### config.mk
export PLATFORM = sky130hd
export DESIGN_NAME = pixel_fetch
export DESIGN_NICKNAME = d
export VERILOG_FILES = /design/src/design/ctrl_pkg.sv /design/src/design/pixel_fetch.sv
export VERILOG_INCLUDE_DIRS = /design/src /design/src/include
export SDC_FILE = /design/constraint.sdc
export NUM_CORES = 1
export LEC_CHECK = 0
export ABC_AREA = 0
export BUFFER_PORTS_ARGS = -buffer_cell sky130_fd_sc_hd__buf_4
export CORE_AREA = 2 2 39 41
export DETAILED_ROUTE_END_ITERATION = 10
export DIE_AREA = 0 0 41 43
export PLACE_DENSITY_LB_ADDON = 0.2
export SLEW_MARGIN = 20
export SYNTH_ARGS = -nofsm -noshare
export SYNTH_HDL_FRONTEND = slang
export SYNTH_SLANG_ARGS = --single-unit
### constraint.sdc
create_clock -name clk -period 1.65 [get_ports clk]
set_clock_uncertainty 0.05 [all_clocks]
set_input_delay 0.33 -clock clk [delete_from_list [all_inputs] [get_ports clk]]
set_output_delay 0.33 -clock clk [all_outputs]
set_load 0.02 [all_outputs]
### src/include/conv_defines.svh
/*
 * sizes for the sliding-window pixel cache
 *   image and kernel edge, pixel and address widths
 *   credit count toward the kernel, emitter queue depth
 */
`ifndef CONV_DEFINES_SVH
`define CONV_DEFINES_SVH

// pixels per row and rows per image
`define IMG_SIZE 8

// window edge
`define KER_SIZE 3

`define PIX_W 32
`define ADDR_W 6

// kernel buffer depth granted after reset
`define CREDITS 4

`define WQ_DEPTH 3

`endif

### src/design/ctrl_pkg.sv
/*
 * control types
 *   fetch_state_t  memory read sequencer states
 *   credit_t       credit count toward the kernel
 */
`include "conv_defines.svh"

package ctrl_pkg;

	typedef enum logic [1:0] {
		IDLE,
		READ,
		WAIT_END
	} fetch_state_t;

	// holds 0 to CREDITS
	typedef logic [$clog2(`CREDITS+1)-1:0] credit_t;

endpackage

### src/design/pixel_fetch.sv
/*
 * memory read sequencer
 *   one read per cycle over the whole image after start
 *   holds the address while the window path is stalled
 */
`include "conv_defines.svh"

module pixel_fetch import ctrl_pkg::*; (
	input  logic              clk,
	input  logic              rst_n,
	input  logic              start,
	input  logic              stall,
	output logic              mem_rd,
	output logic [`ADDR_W-1:0] mem_addr
);

	localparam int unsigned LAST_ADDR = `IMG_SIZE * `IMG_SIZE - 1;

	fetch_state_t state;

	// no new read while windows are queued
	assign mem_rd = (state == READ) && !stall;

	always_ff @(posedge clk or negedge rst_n) begin
		if (!rst_n) begin
			state    <= IDLE;
			mem_addr <= '0;
		end
		else begin
			case (state)
				IDLE: begin
					if (start) begin
						state    <= READ;
						mem_addr <= '0;
					end
				end

				READ: begin
					if (mem_rd) begin
						if (mem_addr == `ADDR_W'(LAST_ADDR)) begin
							state    <= WAIT_END;
							mem_addr <= '0;
						end
						else begin
							mem_addr <= mem_addr + 1'b1;
						end
					end
				end

				// last pixel still on its way from memory
				WAIT_END: begin
					state <= IDLE;
				end

				default: begin
					state <= IDLE;
				end
			endcase
		end
	end

endmodule

# --- Word level (Yosys, flattened, before mapping) ---
# Cells that the tools add are included.
totals:
  register_bits: 8
  inputBits: 4
  out_inout_bits: 7
classes:
  n_addsub: 1
  eq_ne: 5
  mux: 8
  reduce_logical: 6
ops:
  columns: ["cell", "n"]
  rows:
  - ["6-bit two-way mux", 3]
  - ["6-bit one-hot mux with 2 select lines", 1]
  - ["6-bit by 1-bit adder with 6-bit output (second input constant)", 1]
  - ["6-bit equality test (second input constant)", 1]
  - ["2-bit two-way mux", 3]
  - ["3-bit AND reduction", 2]
  - ["2-bit != test (second input constant)", 2]
  - ["2-bit one-hot mux with 2 select lines", 1]
  - ["2-bit by 1-bit equality test with 1-bit output (second input constant)", 1]
  - ["2-bit logical NOT", 1]
  - ["2-bit by 1-bit != test with 1-bit output (second input constant)", 1]
  - ["2-bit nonzero test", 1]
  - ["1-bit logical AND", 1]
  - ["1-bit logical NOT", 1]

# --- Depth between registers and ports, before layout ---
depth:
  depth_word: 4
  depth_mapped: 5

# --- Least setup slack after synthesis ---
# OpenSTA, ideal clock, no wires.
synth_timing:
  path_type: "register to register"
  from: "register mem_addr[0]"
  to: "register mem_addr[5]"
  setup_ns: 0.131
  arrival_time_ns: 1.233
  required_time_ns: 1.469
  path_slack_ns: 0.236
  path_stages_with_launch: 6
  synth_period_minus_slack_ns: 1.414
  path_cell_list: "dfrtp_1 > ha_1 > and3_1 > nand3_1 > a31oi_1 > mux2i_1"
synth_between:
  elab_chain_cells: 4
  elab_cells_between_ends: 5
  cone_classes: "1 x add/sub; 1 x eq/ne; 3 x mux"
synth_rtl:
  columns: ["item", "line_no", "rtl"]
  rows:
  - ["from (decl)", "pixel_fetch.sv:14", "output logic [`ADDR_W-1:0] mem_addr"]
  - ["from (signal assigned)", "pixel_fetch.sv:45", "mem_addr <= mem_addr + 1'b1;"]
  - ["6-bit by 1-bit adder with 6-bit output / 6-bit equality test (equally long branches)", "pixel_fetch.sv:45, pixel_fetch.sv:40", null]
  - ["6-bit two-way mux *", "pixel_fetch.sv:40", "if (mem_addr == `ADDR_W'(LAST_ADDR)) begin"]
  - ["6-bit two-way mux *", "pixel_fetch.sv:39", "if (mem_rd) begin"]
  - ["6-bit one-hot mux with 2 select lines *", "pixel_fetch.sv:30", "case (state)"]
# Every way passes the cells marked *; elsewhere a longest branch is shown, timed or not. The select of a mux whose other input is x is not followed.
# A chain may end at the register's enable or synchronous reset.

# --- Worst setup path after layout ---
layout_timing:
  from: "register state[0]"
  to: "output mem_rd"
layout_between:
  elab_chain_cells: 2
layout_rtl:
  columns: ["item", "line_no", "rtl"]
  rows:
  - ["from (decl)", "pixel_fetch.sv:19", "fetch_state_t state;"]
  - ["from (signal assigned)", "pixel_fetch.sv:26", "state <= IDLE;"]
  - ["from (signal assigned)", "pixel_fetch.sv:33", "state <= READ;"]
  - ["from (signal assigned)", "pixel_fetch.sv:41", "state <= WAIT_END;"]
  - ["2-bit by 1-bit equality test with 1-bit output", "pixel_fetch.sv:22", "assign mem_rd = (state == READ) && !stall;"]
  - ["1-bit logical AND", "pixel_fetch.sv:22", null]
  - ["to (decl)", "pixel_fetch.sv:13", "output logic mem_rd,"]
# Every way passes these cells.

==> metrics.md <==
| Metric | Value |
|---|---|
| Status | `completed` |
| Max Cap Viol | `0` |
| EDFF count, synth | `0` |
| Nets | `62` |
| Clock tree buffer depth | `2` |
| Yosys cell types | `20` |
| DR iter-0 viols | `11` |
| I/O Buffers | `10` |
| Tot GR Track Use | `12.4%` |
| DRC | `0` |
| Mean post-synth cell area | `10.3 µm²` |
| Die Y | `43 µm` |
| Clk sinks | `8` |
| WL/cell | `11.4 µm` |
| Area leader, netlist | `dfrtp_1` |
| Grt ovf | `0` |
| Final Hold Fails | `0` |
| Total Die Area | `1760 µm²` |
| Setup crit end kind | `output pin` |
| Vias after detailed routing | `347` |
| Prevailing post-synth register cell | `dfrtp_1` |
| Slew headroom | `78.5%` |
| Most common cell in the netlist | `dfrtp_1` |
| Initial Util | `29.7%` |
| Setup TNS | `0 ns` |
| Seq cells post-synth | `8` |
| Share of layout cells above drive strength 1 | `27.3%` |
| Cell count after synthesis | `40` |
| Worst-Skew Late Latency | `0.25 ns` |
| Post-CTS sizing | `0` |
| Slew @ Worst Pin | `0.322 ns` |
| Largest cells by area after synthesis | `dfrtp_1, nand2b_1, nor3b_4` |
| Syn_nets | `45` |
| Startpoint Class | `register` |
| Cell area after synthesis | `410 µm²` |
| Min-Delay Path Class | `input port to register` |
| Register area share after synthesis | `48.8%` |
| Reg area | `200 µm²` |
| Yosys top cell area share | `48.8%` |
| Initial antenna violation count | `0` |
| DP HPWL | `592 µm` |
| First-pass GRT wire length | `1400 µm` |
| Hold endpoint | `state[0]` |
| Vias per inst | `4.89` |
| Multi-input logic area | `206 µm²` |
| Post-synth top cells | `dfrtp_1, nand2b_1, nand2_1` |
| Worst Path Arrival | `1.04 ns` |
| Max Fclk | `704 MHz` |
| Global placement routability congestion | `0.712` |
| Clk pin slew, worst setup/hold paths | `0.05 ns` |
| Number of global-route vias before repair | `317` |
| CTS tree | `yes` |
| Worst Reg-to-Reg Cells | `5` |
| Crit path max fanout | `6` |
| Reg-to-reg slack, setup | `0.25 ns` |
| Antenna diodes | `0` |
| Unrepaired setup endpoints after global routing | `false` |
| Root Buffer | `clkbuf_4` |
| Core area | `1380 µm²` |
| Post-route minimum period | `1.42 ns` |
| Kind of critical path | `register to output pin` |
| Htree depth | `1` |
| Final period util | `86.1%` |
| Setup-failing EPs final | `0` |
| Synth-to-Final Area Change | `32.9%` |
| Hold Crit Start | `stall` |
| Hold WS | `0.325 ns` |
| R2R Path End | `mem_addr[5]` |
| Reg-to-Reg Start | `mem_addr[0]` |
| Top Ports | `11` |
| Clock buffer count from CTS | `3` |
| Die Width | `41 µm` |
| Final core utilization | `39.4%` |
| Fill count | `143` |
| Yosys warns | `0` |
| Pwr per Cell Area | `1390 nW/µm²` |
| DRT Pass-1 Iters | `4` |
| Ys async rst share | `100%` |
| P_leak | `0.260 nW` |
| Slew Viols, Final | `0` |
| Final wirelength | `808 µm` |
| DRT antenna net count | `0` |
| Hold Path Depth | `3` |
| Max VDD drop | `0.507 mV` |
| Core Rows | `14` |
| CP required | `1.27 ns` |
| Largest net degree at the start of global routing | `9` |
-- state kept, by name (all words and copies together) (netlist names) --
register	count
mem_addr	6
state	2
-- layout make-up --
class,count,area share [%]
Multi-Input combinational cell,31,37.8
Tap cell,16,3.67
Timing Repair Buffer,12,17.0
Sequential cell,8,36.7
Inverter,1,0.688
Clock buffer,3,4.13
-- per-stage QoR --
step                power, mW  cell area, µm²  instances  setup slack, ns
floorplan               0.482             410         40            0.236
global placement        0.610             505         66            0.273
detailed placement      0.608             505         66            0.268
CTS                     0.765             538         70           0.0215
global route            0.822             546         71           0.0924
finish                  0.761             546         71            0.230
-- layout by cell type (no fill, tap or decap) --
cell type,n
inv_1,1
o21ai_1,2
nor3b_1,1
ha_1,1
nor3b_4,1
a21o_1,1
dlygate4sd3_1,1
buf_4,11
a31oi_1,1
nand4_1,1
dfrtp_1,8
and3_1,2
xor2_1,2
nand3_1,2
o21ai_0,1
nand2b_1,5
nand2_1,4
nor2_1,3
clkbuf_4,3
mux2i_1,1
a22o_1,1
a32o_1,1
nor2b_1,1
-- worst max-delay path by stage --
stage                           start           to  slack, ns  cells after the start
after global routing      mem_addr[0]  mem_addr[5]       0.09                      5
final                        state[0]       mem_rd       0.23                      2
after floorplan           mem_addr[0]  mem_addr[5]       0.24                      5
after CTS                    state[1]       mem_rd       0.02                      2
after detailed placement  mem_addr[0]  mem_addr[5]       0.27                      5
after global placement          stall       mem_rd       0.27                      3
-- where the power goes --
group / total, mW / internal, mW / switching [mW]
sequential: 0.321 / 0.250 / 0.0708
combinational: 0.290 / 0.143 / 0.147
clock: 0.150 / 0.0832 / 0.0666
total: 0.761 / 0.476 / 0.285
-- what timing repair did --
action,CTS,global route
setup endpoints to repair,0,1
endpoints found under the hold margin,8,0
hold buffers,1,0
setup buffers,0,1
-- critical path, stage by stage (launching register included) --
cell     delay, ns
dfrtp_1       0.41
nor3b_4       0.21
buf_4         0.16
-- layer usage --
metal / GRT usage (%) / share of wire, % / up-vias
met5: 0 / 0 / -
met1: 16.9 / 48 / 160
met4: 8.00 / 0.99 / 0
met3: 4.71 / 8.3 / 2
met2: 15.6 / 43 / 14
li1: - / - / 171
-- kinds of logic after synthesis --
group	share of synthesized area (%)
xor gates and xnor gates	4.27
DFF	48.8
and+or+nand+nor	29.0
buffers and inverters	0.914
AOI/OAI and AO/OA	11.6
muxes	2.44
adders and majority gates	3.05
Power figures use the tool's default switching activity.
